[config.mk]
export PLATFORM = sky130hd
export DESIGN_NAME = vsldu_result_stage
export DESIGN_NICKNAME = d
export VERILOG_FILES = /design/src/logic/vsldu_pkg.sv /design/src/logic/vsldu_result_stage.sv
export SDC_FILE = /design/constraint.sdc
export NUM_CORES = 1
export LEC_CHECK = 0
export BUFFER_PORTS_ARGS = -buffer_cell sky130_fd_sc_hd__buf_2
export CAP_MARGIN = 20
export CORE_AREA = 8 8 606 608
export CTS_BUF_LIST = sky130_fd_sc_hd__clkbuf_8 sky130_fd_sc_hd__clkbuf_16
export CTS_CLUSTER_SIZE = 30
export DETAILED_ROUTE_END_ITERATION = 8
export DIE_AREA = 0 0 614 616
export GPL_TIMING_DRIVEN = 1
export SLEW_MARGIN = 5
export SYNTH_ARGS = -nofsm -noshare
export SYNTH_HDL_FRONTEND = slang
export SYNTH_SLANG_ARGS = --single-unit
[constraint.sdc]
create_clock -name clk -period 1.03 [get_ports clk]
set_input_delay 0.103 -clock clk [delete_from_list [all_inputs] [get_ports clk]]
set_output_delay 0.103 -clock clk [all_outputs]
set_load 0.05 [all_outputs]
[src/logic/vsldu_pkg.sv]
// ~~~~~~~~~~~~~~~~~~~~~~~~~~~~~~~~~~~~~~~~
// Vector slide unit package
// Widths, operation codes, request and
// decoded control types shared by the VSLDU
// ~~~~~~~~~~~~~~~~~~~~~~~~~~~~~~~~~~~~~~~~
`default_nettype none

package vsldu_pkg;

    localparam int VLEN       = 128;
    localparam int GROUP_REGS = 4;
    localparam int GROUP_BITS = VLEN * GROUP_REGS;

    typedef logic [VLEN-1:0]       vreg_t;
    typedef logic [GROUP_BITS-1:0] vgroup_t;
    typedef vreg_t                 scalar_t;      // rs1, low bits only
    typedef logic [6:0]            offset_t;
    typedef logic [6:0]            byte_shift_t;
    typedef logic [2:0]            sew_t;         // 0:e8 1:e16 2:e32
    typedef logic [2:0]            lmul_t;        // 0:m1 1:m2 2:m4
    typedef logic [31:0]           elem_t;        // widest element

    typedef enum logic [2:0] {
        OP_SLIDEUP    = 3'd0,
        OP_SLIDEDOWN  = 3'd1,
        OP_SLIDE1UP   = 3'd2,
        OP_SLIDE1DOWN = 3'd3,
        OP_MV         = 3'd4
    } vsldu_op_e;

    typedef struct packed {
        vsldu_op_e op;
        sew_t      sew;
        lmul_t     lmul;
        vgroup_t   src;        // vs2 group, reg 0 in the low bits
        scalar_t   scalar;
    } vsldu_req_t;

    typedef struct packed {
        logic [2:0]  elem_bytes;
        byte_shift_t up_shift;
        byte_shift_t down_shift;
        logic [2:0]  group_regs;
        logic        up_out_of_range;
        logic        down_out_of_range;
        logic        offset_zero;
        elem_t       scalar_elem;  // zero above element width
    } slide_ctrl_t;

endpackage

`default_nettype wire
[src/logic/vsldu_result_stage.sv]
// ~~~~~~~~~~~~~~~~~~~~~~~~~~~~~~~~~~~~~~~~
// VSLDU result stage
// Picks the result for the operation and
// registers it with a one-cycle valid
// ~~~~~~~~~~~~~~~~~~~~~~~~~~~~~~~~~~~~~~~~
`timescale 1ns/1ps
`default_nettype none

module vsldu_result_stage (
    input  logic                  clk,
    input  logic                  arst_n,
    input  logic                  issue,
    input  vsldu_pkg::vsldu_op_e  op,
    input  vsldu_pkg::vgroup_t    up_data,
    input  vsldu_pkg::vgroup_t    down_data,
    input  vsldu_pkg::elem_t      scalar_elem,
    output vsldu_pkg::vgroup_t    result,
    output logic                  result_valid
);

    vsldu_pkg::vgroup_t sel_data;

    always_comb begin
        case (op)
            vsldu_pkg::OP_SLIDEUP,
            vsldu_pkg::OP_SLIDE1UP:   sel_data = up_data;
            vsldu_pkg::OP_SLIDEDOWN,
            vsldu_pkg::OP_SLIDE1DOWN: sel_data = down_data;
            default:                  sel_data = vsldu_pkg::vgroup_t'(scalar_elem);  // vmv
        endcase
    end

    always_ff @(posedge clk or negedge arst_n) begin
        if (!arst_n) begin
            result       <= '0;
            result_valid <= 1'b0;
        end else begin
            result_valid <= issue;
            if (issue) begin
                result <= sel_data;  // holds when idle
            end
        end
    end

endmodule

`default_nettype wire

After elaboration in Yosys (flattened, before gate mapping). Cells that the tools add are included.

Bits in registers: 513. Input port bits: 1062. Output and inout bits: 513. Logic and storage cells: 9.

Eq/ne operators: 3. Mux-type cells: 1. Reductions and logical operators: 3.

Operator list (count): 512-bit case mux with 2 select lines (1); 3-bit by 2-bit == test with 1-bit output (second input constant) (2); 2-bit OR reduction (2); 3-bit by 1-bit == test with 1-bit output (second input constant) (1); 3-bit logical NOT (1).

Longest topological paths before layout.
Depth in word-level cells: 3. Gate-level depth with buffers: 6. Gate-level depth less buffers: 2.

Least setup slack after synthesis. No wires, ideal clock.

Path type: input to register. Start: input op[0]. End: register result[503]. Setup time: 0.129 ns. Data arrival time: 0.888 ns. Data required time: 0.901 ns. Setup slack: 0.013 ns. Stages on the path: 5. Path buffers: 3. Cells stage by stage: buf_4 -> buf_6 -> clkbuf_4 -> mux2i_1 -> o22ai_2.

Word-level cells in the longest chain between the ends: 3. Elaborated cells on any way between the ends: 7. Those cells by class: 3 x eq/ne; 1 x mux; 3 x reduce/logical.

Ends and longest elaborated chain: from (decl) (line vsldu_result_stage.sv:13) `input vsldu_pkg::vsldu_op_e op,`; 3-bit by 1-bit == test with 1-bit output (tied with other cells) (line vsldu_result_stage.sv:24) `case (op)`; 2-bit OR reduction (line vsldu_result_stage.sv:24); 512-bit case mux with 2 select lines (*) (line vsldu_result_stage.sv:24); to (signal assigned) (line vsldu_result_stage.sv:40) `result <= sel_data;`; to (decl) (line vsldu_result_stage.sv:17) `output vsldu_pkg::vgroup_t result,`.

Mark *: on every way between the ends. The rest lies on a longest branch, timed or not. A chain may end at the register's enable or synchronous reset.

Worst setup path in the final report.
Start: register result[399]. End: output result[399].

No word-level cell between the ends.

==> results.md <==
- The number of buffers and inverters on the critical path is 1.
- The number of instances in the placed design is 8,657.
- The count of unique library cells instantiated by Yosys is 14.
- The cell type with the highest aggregate area in the netlist is sky130_fd_sc_hd__dfrtp_1.
- The post-placement cell area is 44,200 um^2.
- Max-cap violations in this run came to 0.
- The number of antenna violations at the first check in global routing is 359.
- The endpoint identified for the worst register-to-register timing path is result[382].
- The maximum fanout count along the critical path is 2.
- The setup check on the worst reg-to-reg path leaves a slack of 0.11 ns.
- Summing all multi-input logic gate instances after layout gives 11,700 um^2.
- Wires add up to 302 mm.
- The ratio of final minimum period to clock period is 147%.
- The area of the core is 358,000 um^2.
- The total half-perimeter wirelength after legalization and detailed placement is 261 mm.
- 1,575 I/O pins were placed.
- For this run, the slowest stage of the critical path takes 0.45 ns.
- Internal power comes to 51.5 mW.
- The number of nets handed over by synthesis was 3,322.
- The checks that failed: setup timing.
- The sum of negative setup slack is -204.86 ns.
- The area growth from synthesis to final layout is 124%.
- In the synthesized netlist the dominant register cell turns out to be sky130_fd_sc_hd__dfrtp_1.
- The mean number of vias per cell is 3.30.
- The TritonCTS buffer count is 74.
- The fraction of post-synthesis cell area in the top cell type by area is 46.0%.
- The first global-routing pass estimated 373 mm of wire.
- The class of the worst hold path is input port to async pin.
- The via count of the first global-routing pass came to 34,400.
- The congestion estimate from routability-driven global placement came to 1.03.
- The clock latency reported for the late side of the worst-skew pair is 0.72 ns.
- Clock tree synthesis selected as its root buffer the cell sky130_fd_sc_hd__clkbuf_16.
- The end-of-flow core utilization is 17.5%.
- The register cell area after layout is 12,900 um^2.
- After clock tree synthesis, the clock-pin slew on the worst setup and hold paths is 0.06 ns.
- TritonCTS built the clock tree.
- The number of detailed-route iterations in the first pass is 5.
- The worst path required time is 0.93 ns.
- The floorplan step defined a die boundary enclosing 378,000 um^2.
- In this run the tool buffered the top-level ports with 1,573 buffer cells.
- The power per unit of standard cell area is 1300 nW/um^2.
- The worst clock skew is 0 ns.
- Headroom to the max-slew limit came out at 67.3%.
- At the worst endpoint, the arrival time is 1.42 ns.
- In the synthesized netlist, the number of instances is 2,260.
- The post-route standard cell area excluding fillers is 62,400 um^2.
- The count of nets left with antenna violations once routing finished came out at 0.
- The finished layout holds 10,300 standard cells, fillers aside.
- The type of element capturing the critical path is an output port.
- The portion of total power attributed to combinational logic is 37.5%.
- The fraction of the yosys area taken by sequential cells is 46.0%.
- CTS built an H-tree with a depth of 3.
- The setup slack of the critical path after layout is -0.489 ns.
- The net count of the finished layout is 6,332.
- Setup repair after global routing could not meet its margin everywhere.
- The highest-delay cell along the critical path is sky130_fd_sc_hd__dfrtp_2.
- The number of DRC markers after the initial detailed-route iteration is 2,649.
- The initial core utilization is 7.80%.
- The clock tree buffer depth is 4.
- The number of failing hold endpoints at the final stage is 0.
- The die boundary height is 616 um.
- For the pin with the worst max-slew slack, the measured transition is 0.477 ns.
- Traced cell by cell, the critical path runs through buf_12.
- Sequential cells account for 29.3% of the total power.
- The layout has 39,300 filler cells.
- After synthesis, the most frequently instantiated cells are 513 x sky130_fd_sc_hd__dfrtp_1, 512 x sky130_fd_sc_hd__mux2i_1, 480 x sky130_fd_sc_hd__inv_1, 480 x sky130_fd_sc_hd__o22ai_2, 94 x sky130_fd_sc_hd__clkbuf_4.
- The depth of the worst register-to-register path is 4.
- The maximum number of pins on one net before global-route repair is 71.
- The die boundary width is 614 um.
- The cell leakage power is 28.5 nW.
- The share of async-settable or async-resettable flops after synthesis is 100%.
- The number of warnings issued by yosys is 0.
- The site row count is 220.
- The global router's overall resource usage is 15.0%.
- The most common cell in the synthesized netlist is sky130_fd_sc_hd__dfrtp_1.
- The number of enable-type register cells in the synthesized netlist is 0.
- Setup violations remaining at the end of the flow were counted as 550.
- Static timing analysis puts the maximum clock frequency at 659 MHz.
- The kind of cell with the highest combined delay on the critical path is flip-flops.
- The beginning of the worst register-to-register path is result[382].
- Yosys attributes the largest share of cell area to sky130_fd_sc_hd__dfrtp_1 46%, sky130_fd_sc_hd__o22ai_2 22%, sky130_fd_sc_hd__mux2i_1 18%.
- In this run the power spent charging and discharging nets is 29.5 mW.
- For this block, the via count after detailed routing is 33,800.
- The DRC violations left is 0.
- The fraction of final layout cells sized beyond drive strength 1 is 49.2%.
- Before CTS, the worst setup slack after placement is -0.650 ns.
- The total overflow left after global routing is 0.
- Of the total power, the share spent switching nets is 36.4%.
- The flip-flop and latch count after synthesis is 513.
- The worst-case IR drop observed on VDD is 1.16 mV.
- The max-slew violation count was 0.
- The mean post-synth cell area is 12.3 um^2.
- Counting I/O delays and the setup requirement, the final critical path takes 1.52 ns.
- The start-to-end type of the worst setup path is flop to output port.
- The area of the mapped netlist is 27,900 um^2.
- The clock sink total is 513.
- The part of the total power dissipated in the clock network is 33.2%.
- In the final routed layout, each cell accounts on average for 29.4 um.
- The run finished, with violations left.
- The startpoint kind of the worst setup timing path is a flop.
==> metrics by stage <==
| stage | hold WS (ns) | power [mW] |
|---|---|---|
| 2_1_floorplan | -0.193 | 35.8 |
| 3_3_place_gp | 0.264 | 46.4 |
| 3_5_place_dp | 0.257 | 46.5 |
| 4_1_cts | 0.00493 | 81.4 |
| 5_1_grt | 0.0391 | 84.0 |
| 6_report | 0.0617 | 81.0 |
==> sequential cells by signal (all words and copies together), names as in the netlist <==
signal        cells
result          512
result_valid      1
==> metal layers <==
metal | wire, um | track usage, % | vias to the layer above
met3 | 32900 | 7.14 | 872
met5 | 1090 | 0 | -
met1 | 103000 | 15.1 | 16600
li1 | - | - | 14100
met2 | 149000 | 26.3 | 2157
met4 | 16000 | 6.56 | 166
==> worst max path at each step <==
stage,start,end,slack [ns],cells after the start
after floorplan,op[0],result[503],0.01,5
after global placement,op[0],result[283],-0.65,5
after detailed placement,op[0],result[283],-0.65,5
after CTS,result[417],result[417],-0.64,1
after global routing,result[183],result[183],-0.58,1
final,result[399],result[399],-0.49,1
==> cell families after synthesis <==
kind of cell | Yosys count | share of synthesized area, %
buffers and inverters | 658 | 11.9
DFF | 513 | 46.0
AOI/OAI and AO/OA | 512 | 22.4
and+or+nand+nor | 65 | 1.34
muxes | 512 | 18.4
==> cells in the final DEF (no fill, tap or decap) <==
master / n
sky130_fd_sc_hd__buf_2: 1057
sky130_fd_sc_hd__inv_6: 3
sky130_fd_sc_hd__diode_2: 166
sky130_fd_sc_hd__nand2b_1: 32
sky130_fd_sc_hd__clkbuf_16: 81
sky130_fd_sc_hd__clkinv_2: 4
sky130_fd_sc_hd__o211ai_1: 32
sky130_fd_sc_hd__clkbuf_8: 16
sky130_fd_sc_hd__buf_8: 9
sky130_fd_sc_hd__buf_6: 412
sky130_fd_sc_hd__dfrtp_1: 502
sky130_fd_sc_hd__mux2i_1: 511
sky130_fd_sc_hd__dfrtp_2: 11
sky130_fd_sc_hd__buf_16: 8
sky130_fd_sc_hd__bufinv_16: 7
sky130_fd_sc_hd__inv_1: 497
sky130_fd_sc_hd__dlymetal6s4s_1: 2
sky130_fd_sc_hd__dlygate4sd3_1: 1091
sky130_fd_sc_hd__buf_4: 380
sky130_fd_sc_hd__nand2b_4: 1
sky130_fd_sc_hd__clkinv_16: 1
sky130_fd_sc_hd__buf_12: 148
sky130_fd_sc_hd__mux2i_2: 1
sky130_fd_sc_hd__nand3_1: 32
sky130_fd_sc_hd__o22ai_2: 480
==> area by class of cell <==
cell class                 count  share of cell area (%)
timing repair buffer        3112                    43.5
sequential                   513                    20.6
multi-input combinational   1089                    18.8
tap                         4773                    9.57
clock buffer                  92                    3.40
inverter                     480                    2.89
antenna                      166                   0.665
clock inverter                32                   0.561
==> tightest hold or removal path, stage by stage <==
cell	delay [ns]
sky130_fd_sc_hd__dlygate4sd3_1	0.56
sky130_fd_sc_hd__buf_8	0.20
sky130_fd_sc_hd__buf_12	0.24
==> power by group through the flow <==
stage | registers [mW] | logic, mW | clock network [mW]
6_report | 23.7 | 30.4 | 26.9
5_1_grt | 23.9 | 31.7 | 28.4
4_1_cts | 23.7 | 29.9 | 27.9
3_5_place_dp | 23.7 | 22.9 | 0
3_3_place_gp | 23.6 | 22.8 | 0
2_1_floorplan | 29.8 | 6.00 | 0
==> what timing repair did <==
| item | CTS | global route |
|---|---|---|
| setup buffers | 75 | 135 |
| hold buffers | 1094 | 1 |
| pin swaps | 0 | 0 |
| endpoints found under the setup margin | 513 | 649 |
| resized for setup | 824 | 39 |
| endpoints found under the hold margin | 1026 | 1 |
| gates cloned | 0 | 6 |
Note: power is estimated with default switching activity, not from simulation.
