File: config.mk
export PLATFORM = sky130hd
export DESIGN_NAME = vsldu_decode
export DESIGN_NICKNAME = d
export VERILOG_FILES = /design/src/logic/vsldu_pkg.sv /design/src/logic/vsldu_decode.sv
export SDC_FILE = /design/constraint.sdc
export NUM_CORES = 1
export LEC_CHECK = 0
export BUFFER_PORTS_ARGS = -buffer_cell sky130_fd_sc_hd__buf_4
export CORE_AREA = 2 2 275 277
export DETAILED_ROUTE_END_ITERATION = 7
export DIE_AREA = 0 0 277 279
export PLACE_DENSITY_LB_ADDON = 0.05
export SLEW_MARGIN = 20
export SYNTH_ARGS = -nofsm -noshare
export SYNTH_HDL_FRONTEND = slang
export SYNTH_SLANG_ARGS = --single-unit
export TNS_END_PERCENT = 20
File: constraint.sdc
create_clock -name vclk -period 6.1
set_input_delay 1.22 -clock vclk [all_inputs]
set_output_delay 1.22 -clock vclk [all_outputs]
set_load 0.05 [all_outputs]
File: src/logic/vsldu_pkg.sv
// ~~~~~~~~~~~~~~~~~~~~~~~~~~~~~~~~~~~~~~~~
// Vector slide unit package
// Widths, operation codes, request and
// decoded control types shared by the VSLDU
// ~~~~~~~~~~~~~~~~~~~~~~~~~~~~~~~~~~~~~~~~
`default_nettype none

package vsldu_pkg;

    localparam int VLEN       = 128;
    localparam int GROUP_REGS = 4;
    localparam int GROUP_BITS = VLEN * GROUP_REGS;

    typedef logic [VLEN-1:0]       vreg_t;
    typedef logic [GROUP_BITS-1:0] vgroup_t;
    typedef vreg_t                 scalar_t;      // rs1, low bits only
    typedef logic [6:0]            offset_t;
    typedef logic [6:0]            byte_shift_t;
    typedef logic [2:0]            sew_t;         // 0:e8 1:e16 2:e32
    typedef logic [2:0]            lmul_t;        // 0:m1 1:m2 2:m4
    typedef logic [31:0]           elem_t;        // widest element

    typedef enum logic [2:0] {
        OP_SLIDEUP    = 3'd0,
        OP_SLIDEDOWN  = 3'd1,
        OP_SLIDE1UP   = 3'd2,
        OP_SLIDE1DOWN = 3'd3,
        OP_MV         = 3'd4
    } vsldu_op_e;

    typedef struct packed {
        vsldu_op_e op;
        sew_t      sew;
        lmul_t     lmul;
        vgroup_t   src;        // vs2 group, reg 0 in the low bits
        scalar_t   scalar;
    } vsldu_req_t;

    typedef struct packed {
        logic [2:0]  elem_bytes;
        byte_shift_t up_shift;
        byte_shift_t down_shift;
        logic [2:0]  group_regs;
        logic        up_out_of_range;
        logic        down_out_of_range;
        logic        offset_zero;
        elem_t       scalar_elem;  // zero above element width
    } slide_ctrl_t;

endpackage

`default_nettype wire
File: src/logic/vsldu_decode.sv
// ~~~~~~~~~~~~~~~~~~~~~~~~~~~~~~~~~~~~~~~~
// VSLDU decode
// Element and group size, byte shifts,
// range flags and the masked scalar
// ~~~~~~~~~~~~~~~~~~~~~~~~~~~~~~~~~~~~~~~~
`timescale 1ns/1ps
`default_nettype none

module vsldu_decode (
    input  vsldu_pkg::vsldu_req_t  req,
    output vsldu_pkg::slide_ctrl_t ctrl
);

    logic               slide_one;
    vsldu_pkg::offset_t offset;
    logic [1:0]         size_log2;     // log2 of element bytes
    logic [2:0]         group_regs;
    logic [6:0]         group_bytes;
    logic [6:0]         span_elems;
    logic [6:0]         group_elems;
    logic [8:0]         shift_bytes;   // wide enough for 127 * 4

    assign slide_one = (req.op == vsldu_pkg::OP_SLIDE1UP) ||
                       (req.op == vsldu_pkg::OP_SLIDE1DOWN);

    // slide-one ops always move by a single element
    assign offset = slide_one ? vsldu_pkg::offset_t'(1) : req.scalar[6:0];

    always_comb begin
        case (req.sew)
            3'd1:    size_log2 = 2'd1;
            3'd2:    size_log2 = 2'd2;
            default: size_log2 = 2'd0;  // reserved codes act as e8
        endcase
    end

    always_comb begin
        case (req.lmul)
            3'd1:    group_regs = 3'd2;
            3'd2:    group_regs = 3'd4;
            default: group_regs = 3'd1;  // m8 not supported
        endcase
    end

    assign group_bytes = {group_regs, 4'b0000};
    assign span_elems  = 7'(vsldu_pkg::GROUP_BITS / 8) >> size_log2;
    assign group_elems = group_bytes >> size_log2;
    assign shift_bytes = 9'(offset) << size_log2;

    always_comb begin
        ctrl.elem_bytes        = 3'd1 << size_log2;
        ctrl.up_shift          = vsldu_pkg::byte_shift_t'(shift_bytes);
        ctrl.down_shift        = vsldu_pkg::byte_shift_t'(shift_bytes);
        ctrl.group_regs        = group_regs;
        ctrl.up_out_of_range   = (offset >= span_elems);
        ctrl.down_out_of_range = (offset >= group_elems);
        ctrl.offset_zero       = (offset == '0);
        case (size_log2)
            2'd0:    ctrl.scalar_elem = {24'd0, req.scalar[7:0]};
            2'd1:    ctrl.scalar_elem = {16'd0, req.scalar[15:0]};
            default: ctrl.scalar_elem = req.scalar[31:0];
        endcase
    end

endmodule

`default_nettype wire

* Yosys cells after proc, flatten, opt, wreduce, memory -nomap -nowiden
Cells that the tools add are included.
Storage, ports and cells: register bits after elaboration 0, bits of input ports 649, output and inout bits 55, logic and storage cells 20
Cells by class: order comparisons 2, equal/unequal tests 7, shift-type cells 4, multiplexer cells 4, reductions and logical operators 3
Operator list (number):
- 32-bit one-hot mux with 2 select lines | 1
- 7-bit >= comparator | 2
- 3-bit by 2-bit == test with 1-bit output, second input constant | 4
- 7-bit logical NOT | 1
- 7-bit 2-to-1 mux | 1
- 7-bit by 2-bit left shift with 7-bit output | 1
- 7-bit by 2-bit right shift with 7-bit output | 1
- 7-bit by 2-bit right shift with 7-bit output, first input constant | 1
- 3-bit by 1-bit == test with 1-bit output, second input constant | 2
- 3-bit one-hot mux with 2 select lines | 1
- 2-bit one-hot mux with 2 select lines | 1
- 1-bit by 2-bit left shift with 3-bit output, first input constant | 1
- 2-bit by 1-bit == test with 1-bit output, second input constant | 1
- 2-bit logical NOT | 1
- 1-bit logical OR | 1

* Logic depth before layout (Yosys ltp)
Gate-level depths: netlist (run 1).
word-level depth 4, depth in mapped cells 9, gate-level depth less buffers 8

* Least setup slack after synthesis (run 1)
Ideal clock, no wire load.
path kind input to output, from in req[640] in the netlist's numbering, to out ctrl[33] in the netlist's numbering, data arrival time 4.958 ns, required time 4.880 ns, path slack -0.078 ns, stages 7, buffers on the path 0, cell sequence nor3b_1 > nor2_1 > o22ai_1 > ha_1 > nor2_1 > o2bb2ai_1 > o21ai_0
RTL lines:
- start, declared | line vsldu_decode.sv:10 | input vsldu_pkg::vsldu_req_t req,
- end, declared | line vsldu_decode.sv:11 | output vsldu_pkg::slide_ctrl_t ctrl

==> results.py, run 1 <==
metrics = {
    "detailed_routing": {
        "routed_wl_um": 7160,
        "ant_nets": 0,
        "drc": 0,
        "vias_per_cell": 0.888,
        "wl_per_cell_um": 6.21,
        "vias": 1025,
        "drt_pass1_iterations": 4,
        "dr.first_iter.drc_count": 7,
    },
    "grt": {
        "grtUsageTotal": 0.0174,
        "grt_max_degree": 26,
        "grt_overflow": 0,
        "antenna_found_initial": 1,
        "grt_pass1_vias": 1090,
        "grt_pass1_wl_um": 9490,
    },
    "place": {
        "hpwl_um": 6690,
        "place_congestion": 0.582,
        "placed_cell_area_um2": 2630,
        "port_buffers": 93,
    },
    "yosys": {
        "postSynthAreaPerCell_um2": 7.95,
        "synthesis.area_um2": 875,
        "yosysWarningCount": 0,
        "yosysUniqueCellTypes": 35,
        "ys_seq_area_frac": 0,
        "synthCells": 110,
    },
    "floorplan": {
        "die_height_um": 279,
        "core_um2": 74100,
        "initial_core_util": 0.0118,
        "dieArea_um2": 77300,
        "io_pins": 704,
        "fp.dieW_um": 277,
        "row_count": 100,
    },
    "clocking": {
        "postCtsSetupBuffers": 0,
        "holdBufCountCts": 0,
        "ctsResizeCount": 0,
    },
    "sta": {
        "period_share": 0.756,
        "hold_viol_final": 0,
        "tightestPinTransition_ps": 919,
        "rsz0062_at_grt": "no",
        "finalSetupTns_ps": 0,
        "max_freq_mhz": 217,
        "min_period_ps": 4610,
        "slew_headroom": 0.385,
        "slew_violations": 0,
        "setup_viol_count_final": 0,
    },
    "final_layout": {
        "stdcell_area_um2": 2630,
        "nFillCells": 8857,
        "drive_gt1_frac": 0.571,
        "final_util": 0.0355,
        "seq_cells": 0,
        "clkbuf_count": 0,
        "synthToLayoutAreaGrowth_pct": 201,
        "seq_area_um2": 0,
        "final_nets": 845,
    },
    "outcome": {
        "status": "complete, no violations",
    },
    "worst_setup_path": {
        "crit_type": "in2out",
        "critPathLaunch": "req[645]",
        "cp-end-kind": "primary output",
        "worstPathRequired_ps": 4880,
        "cp_max_fo": 25,
        "cp.arrival_ps": 3390,
        "critPathLaunchType": "input port",
    },
    "power_and_ir_drop": {
        "p_leak_nw": 0.775,
        "p_per_area_nw_per_um2": 73.0,
        "max-vdd-ir-drop_uv": 30.7,
    },
    "min_path": {
        "min_from": "req[7]",
        "hold_class": "in2out",
    },
    "run": {
        "drv_cap": 0,
    },
}
area by class of cell:
type | instances | area [um^2] | area share
tap | 969 | 1210 | 0.461
antenna | 1 | 2.50 | 0.000951
multi-input combinational | 87 | 693 | 0.264
timing repair buffer | 94 | 706 | 0.268
inverter | 3 | 16.3 | 0.00618
where the power goes:
| part | internal (W) | switching [W] | total, W |
|---|---|---|---|
| registers | 0 | 0 | 0 |
| clock network | 0.0000000000219 | 0 | 0.0000000000219 |
| logic | 0.0000636 | 0.000128 | 0.000192 |
| total | 0.0000636 | 0.000128 | 0.000192 |
synth_stat cells, drive strengths merged:
cell type	number	area share
and2	31	0.23
buf	21	0.20
ha	10	0.14
o21ai	6	0.034
nor2	5	0.021
mux4	4	0.11
nand3	4	0.023
a21oi	3	0.017
nor3b	3	0.044
a21o	2	0.017
inv	2	0.0086
nand2b	2	0.023
nor3	2	0.011
o22ai	2	0.014
a31oi	1	0.0072
and2b	1	0.0086
clkinv	1	0.010
conb	1	0.0043
mux2	1	0.013
nand2	1	0.0043
nor2b	1	0.0072
nor4	1	0.0072
o21a	1	0.0086
o2bb2ai	1	0.010
or3b	1	0.010
or4	1	0.0086
xnor2	1	0.010
layer usage:
metal | GRT usage | share of wire
met1 | 0.0207 | 0.41
met2 | 0.0336 | 0.54
met3 | 0.00385 | 0.056
met4 | 0 | 0
met5 | 0 | 0
critical path, cell delays in order:
cell and delay (ps):
buf_4 130, or3b_1 560, clkinv_4 250, o21ai_0 190
ha_1 300, o21ai_0 80, o2bb2ai_1 150, o21ai_0 230
buf_4 260
logic make-up after synthesis:
family          share of synthesized area
simple gates                        0.396
xor+xnor                           0.0100
compound gates                      0.109
fa+ha+maj                           0.143
other cells                       0.00429
mux                                 0.120
buf+inv                             0.217
per-stage QoR:
step / setup WS, ps / hold slack [ps] / instances / total power [W]
2_1_floorplan: 695 / 2560 / 111 / 0.000130
3_3_place_gp: 1370 / 2440 / 1153 / 0.000201
3_5_place_dp: 1300 / 2440 / 1153 / 0.000200
4_1_cts: 1290 / 2440 / 1153 / 0.000200
5_1_grt: 1220 / 2440 / 1153 / 0.000207
6_report: 1490 / 2440 / 1154 / 0.000192
cells in the final DEF, fill, tap and decap left out, types with 2 or more instances in the layout:
| cell type | Yosys | final |
|---|---|---|
| a21o_1 | 2 | 2 |
| a21oi_1 | 3 | 3 |
| and2_1 | 29 | 29 |
| and2_4 | 2 | 2 |
| buf_4 | 16 | 94 |
| conb_1 | 1 | 2 |
| ha_1 | 10 | 10 |
| inv_1 | 2 | 2 |
| mux4_2 | 3 | 3 |
| nand3_1 | 4 | 4 |
| nor2_1 | 5 | 5 |
| nor3_1 | 2 | 2 |
| nor3b_2 | 1 | 2 |
| o21ai_0 | 6 | 6 |
| o22ai_1 | 2 | 2 |
path summary, 6_finish.rpt:
path,endpoint,slack [ps],cells after the start
max,ctrl[33],1490,9
min,ctrl[7],2440,0
Note: power is estimated with default switching activity, not from simulation.
==> inputs of run 2 (changes only) <==
- ABC_AREA: not set -> 1
- CORE_AREA: 2 2 275 277 -> 2 2 278 280
- DIE_AREA: 0 0 277 279 -> 0 0 280 282
- clock period: 6.1 -> 4.8 ns (I/O delays scaled with it)
==> run 2 against run 1 <==
- wire length is 8.9% higher
- global-route usage up 0.12 points
- combinational power rose by 31%
- first-iteration DRC count grew to 6.1 times the previous value
- synthesized cell count rose by 56%
- critical endpoint unchanged
- highest routed layer is now met4
==> results.py, run 2 <==
metrics = {
    "worst_setup_path": {
        "critPathLaunchType": "input port",
        "worstPathRequired_ps": 3840,
        "cp-end-kind": "primary output",
        "cp.arrival_ps": 3090,
        "critPathLaunch": "req[643]",
        "cp-endpoint": "ctrl[33]",
        "cp_max_fo": 10,
        "crit_type": "in2out",
    },
    "detailed_routing": {
        "vias_per_cell": 1.02,
        "ant_nets": 0,
        "drc": 0,
        "wl_per_cell_um": 6.34,
        "dr.first_iter.drc_count": 43,
        "drt_pass1_iterations": 3,
        "routed_wl_um": 7800,
        "vias": 1256,
    },
    "yosys": {
        "synthCells": 172,
        "yosysUniqueCellTypes": 14,
        "synth_top_cells_by_count": "nand2_1, inv_1, nor2_1, buf_4, nand3_1",
        "postSynthAreaPerCell_um2": 4.91,
        "synth_top_area_frac": 0.187,
        "yosysWarningCount": 0,
        "synthesis.area_um2": 845,
        "synth_area_leaders": "nand2_1, inv_1, ha_1",
        "yosys.area.top_type": "nand2_1",
        "synth_most_common_cell": "nand2_1",
        "ys_seq_area_frac": 0,
    },
    "grt": {
        "grt_overflow": 0,
        "grt_max_degree": 11,
        "grt_pass1_wl_um": 10400,
        "grt_pass1_vias": 1282,
        "grtUsageTotal": 0.0187,
        "antenna_found_initial": 2,
    },
    "power_and_ir_drop": {
        "combinationalPowerShare": 1.000,
        "max-vdd-ir-drop_uv": 54.5,
        "p_clk_frac": 0,
        "p_per_area_nw_per_um2": 94.0,
        "switching_share": 0.697,
        "seq_power_share": 0,
        "power_w": 0.000251,
        "p_leak_nw": 1.03,
        "switchingPower_w": 0.000175,
        "p_int_w": 0.0000760,
    },
    "floorplan": {
        "core_um2": 75700,
        "io_pins": 704,
        "dieArea_um2": 79000,
        "initial_core_util": 0.0112,
        "die_height_um": 282,
        "fp.dieW_um": 280,
        "row_count": 101,
    },
    "run": {
        "drv_cap": 0,
    },
    "final_layout": {
        "seq_cells": 0,
        "final_nets": 913,
        "layout_commonest_cell": "buf_4",
        "final_util": 0.0353,
        "clkbuf_count": 0,
        "drive_gt1_frac": 0.401,
        "diodes": 0,
        "layout.cells.non_filler": 1230,
        "nFillCells": 8997,
        "final_cell_mix": "buf_4, nand2_1, inv_1, nor2_1, nand3_1",
        "multi_input_area_um2": 561,
        "seq_area_um2": 0,
        "synthToLayoutAreaGrowth_pct": 216,
    },
    "clocking": {
        "holdBufCountCts": 0,
        "ctsResizeCount": 0,
        "postCtsSetupBuffers": 0,
    },
    "place": {
        "dpl.cell_count": 1230,
        "port_buffers": 93,
        "place_congestion": 0.537,
        "hpwl_um": 7210,
    },
    "sta": {
        "hold_viol_final": 0,
        "rsz0062_at_grt": "no",
        "min_period_ps": 4050,
        "holdWs_ps": 1920,
        "slew_violations": 0,
        "period_share": 0.844,
        "max_freq_mhz": 247,
        "setup_viol_count_final": 0,
        "finalSetupTns_ps": 0,
    },
    "outcome": {
        "status": "complete, no violations",
    },
    "min_path": {
        "hold_class": "in2out",
    },
}
[run 2: changes by cell type in the layout (fill, tap and decap cells not counted), moves of 10 or more]
| cell | previous run | this run |
|---|---|---|
| nor2_1 | 5 | 32 |
| nand2_1 | 1 | 42 |
| inv_1 | 2 | 39 |
| and2_1 | 29 | 0 |
| nand3_1 | 4 | 14 |
[run 2: how the worst min path moves through the flow]
| stage | from | to | cells after the start | slack [ps] |
|---|---|---|---|---|
| floorplan | req[0] | ctrl[0] | 1 | 2090 |
| global placement | req[7] | ctrl[7] | 0 | 1930 |
| detailed placement | req[7] | ctrl[7] | 0 | 1930 |
| CTS | req[7] | ctrl[7] | 0 | 1930 |
| global route | req[7] | ctrl[7] | 0 | 1920 |
| finish | req[7] | ctrl[7] | 0 | 1920 |
[run 2: power groups by stage]
| stage | Combinational [W] | Clock, W | Sequential [W] |
|---|---|---|---|
| 2_1_floorplan | 0.000166 | 0 | 0 |
| 3_3_place_gp | 0.000266 | 0 | 0 |
| 3_5_place_dp | 0.000263 | 0 | 0 |
| 4_1_cts | 0.000263 | 0 | 0 |
| 5_1_grt | 0.000277 | 0 | 0 |
| 6_report | 0.000251 | 0 | 0 |
[run 2: kinds of logic (layout without fill, tap and decap cells)]
| group | after synthesis | after routing | share of synthesized area |
|---|---|---|---|
| AOI/OAI and AO/OA | 10 | 10 | 0.0681 |
| other | 1 | 2 | 0.00444 |
| and+or+nand+nor | 91 | 91 | 0.439 |
| adders and majority gates | 10 | 10 | 0.148 |
| buffers and inverters | 60 | 139 | 0.341 |
[run 2: critical path: stages]
cell and delay [ps]:
buf_4 110, inv_1 50, nand3_2 260, buf_4 300, inv_2 210, nand2_1 100, ha_1 300, nand2_1 70
nand2_1 50, o21ai_0 230, o211ai_1 180, buf_4 240
[run 2: layout make-up]
type,instances,share of cell area
multi-input combinational,113,0.210
inverter,42,0.0590
tap,978,0.458
timing repair buffer,97,0.273
[run 2: through the flow]
| stage | setup WS [ps] | area (um^2) |
|---|---|---|
| 2_1_floorplan | 674 | 848 |
| 3_3_place_gp | 596 | 2670 |
| 3_5_place_dp | 639 | 2670 |
| 4_1_cts | 638 | 2670 |
| 5_1_grt | 474 | 2670 |
| 6_report | 751 | 2670 |
[run 2: layer usage]
layer | track usage | vias up | wire, um
met3 | 0.00489 | 4 | 563
li1 | - | 659 | -
met2 | 0.0303 | 54 | 3430
met5 | 0 | - | 0
met1 | 0.0261 | 539 | 3780
met4 | 0 | 0 | 31
==> inputs of run 3 (changes only) <==
- clock period: 4.8 -> 3.5 ns (I/O delays scaled with it)
==> run 3 against run 2 <==
- die area unchanged
- cell area increased by 0.94%
- first-iteration DRC count fell by 23%
- critical endpoint unchanged
- flip-flop and latch count unchanged
- largest cell class unchanged
- via count shrank 0.88%
- highest routed layer is now met3
- core utilization barely moved
- largest power group unchanged
==> results.py, run 3 (synthesis gave the netlist of run 2 again) <==
metrics = {
    "final_layout": {
        "final_util": 0.0356,
        "final_cell_mix": "buf_4, nand2_1, inv_1, nor2_1, nand3_1",
        "final_nets": 916,
        "diodes": 0,
        "seq_area_um2": 0,
        "layout.cells.non_filler": 1233,
        "clkbuf_count": 0,
        "synthToLayoutAreaGrowth_pct": 219,
        "stdcell_area_um2": 2700,
        "drive_gt1_frac": 0.412,
        "seq_cells": 0,
        "layout_commonest_cell": "buf_4",
        "nFillCells": 8997,
    },
    "grt": {
        "grt_max_degree": 15,
        "grt_pass1_vias": 1318,
        "antenna_found_initial": 0,
        "grtUsageTotal": 0.0193,
        "grt_pass1_wl_um": 10700,
        "grt_overflow": 0,
    },
    "power_and_ir_drop": {
        "p_per_area_nw_per_um2": 130,
        "max-vdd-ir-drop_uv": 70.9,
        "p_leak_nw": 1.05,
    },
    "place": {
        "placed_cell_area_um2": 2700,
        "place_congestion": 0.546,
        "hpwl_um": 7430,
        "post-place-ws_ps": 193,
        "port_buffers": 93,
        "dpl.cell_count": 1233,
    },
    "detailed_routing": {
        "routed_wl_um": 8000,
        "vias": 1245,
        "drc": 0,
        "ant_nets": 0,
        "vias_per_cell": 1.01,
        "dr.first_iter.drc_count": 33,
        "wl_per_cell_um": 6.49,
        "drt_pass1_iterations": 4,
    },
    "clocking": {
        "postCtsSetupBuffers": 0,
        "holdBufCountCts": 0,
        "ctsResizeCount": 0,
    },
    "floorplan": {
        "die_height_um": 282,
        "fp.dieW_um": 280,
        "row_count": 101,
        "io_pins": 704,
        "initial_core_util": 0.0112,
        "core_um2": 75700,
        "dieArea_um2": 79000,
    },
    "min_path": {
        "whs_path_depth": 0,
        "hold_class": "in2out",
    },
    "sta": {
        "rsz0062_at_grt": "no",
        "period_share": 0.918,
        "max_freq_mhz": 311,
        "slew_violations": 0,
        "hold_viol_final": 0,
        "min_period_ps": 3210,
        "finalSetupTns_ps": 0,
        "final.setup.worst_slack_ps": 289,
        "setup_viol_count_final": 0,
    },
    "worst_setup_path": {
        "cp.arrival_ps": 2510,
        "critPathLaunchType": "input port",
        "worstPathRequired_ps": 2800,
        "cp_max_fo": 6,
        "crit_type": "in2out",
        "cp-end-kind": "primary output",
    },
    "outcome": {
        "status": "complete, no violations",
    },
    "run": {
        "drv_cap": 0,
    },
}
## run 3: worst max-delay path: stages
cell and delay [ps]:
buf_4 110, nor2_1 90, nand2_1 270, inv_2 130, nand2_1 70, nand3_1 90, nand2_1 90, ha_1 300
nand2_1 60, nor2_1 80, o21ai_0 100, o211ai_1 130, buf_4 260
## run 3: cell type report
cell class / count / area [um^2] / share of cell area
Inverter: 42 / 158 / 0.0585
Multi-Input combinational cell: 113 / 563 / 0.209
Tap cell: 978 / 1220 / 0.454
Timing Repair Buffer: 100 / 751 / 0.279
## run 3: metrics by stage
step	hold WS, ps	total power (W)
floorplan	1500	0.000228
global placement	1410	0.000370
detailed placement	1410	0.000367
CTS	1410	0.000368
global route	1400	0.000388
finish	1400	0.000349
## run 3: worst paths after layout
check / from / slack (ps) / end
worst min-delay path: req[7] / 1400 / ctrl[7]
worst max-delay path: req[645] / 290 / ctrl[33]
## run 3: power breakdown
part / leakage [nW] / switching [W] / internal, W
clock: 0 / 0 / 0
sequential: 0 / 0 / 0
combinational: 1.05 / 0.000242 / 0.000107
total: 1.05 / 0.000242 / 0.000107
## run 3: per-layer routing
layer	vias up	track usage	wire length (um)
met5	-	0	0
li1	665	-	-
met3	0	0.00431	529
met2	54	0.0301	3420
met4	0	0	0
met1	526	0.0284	4050
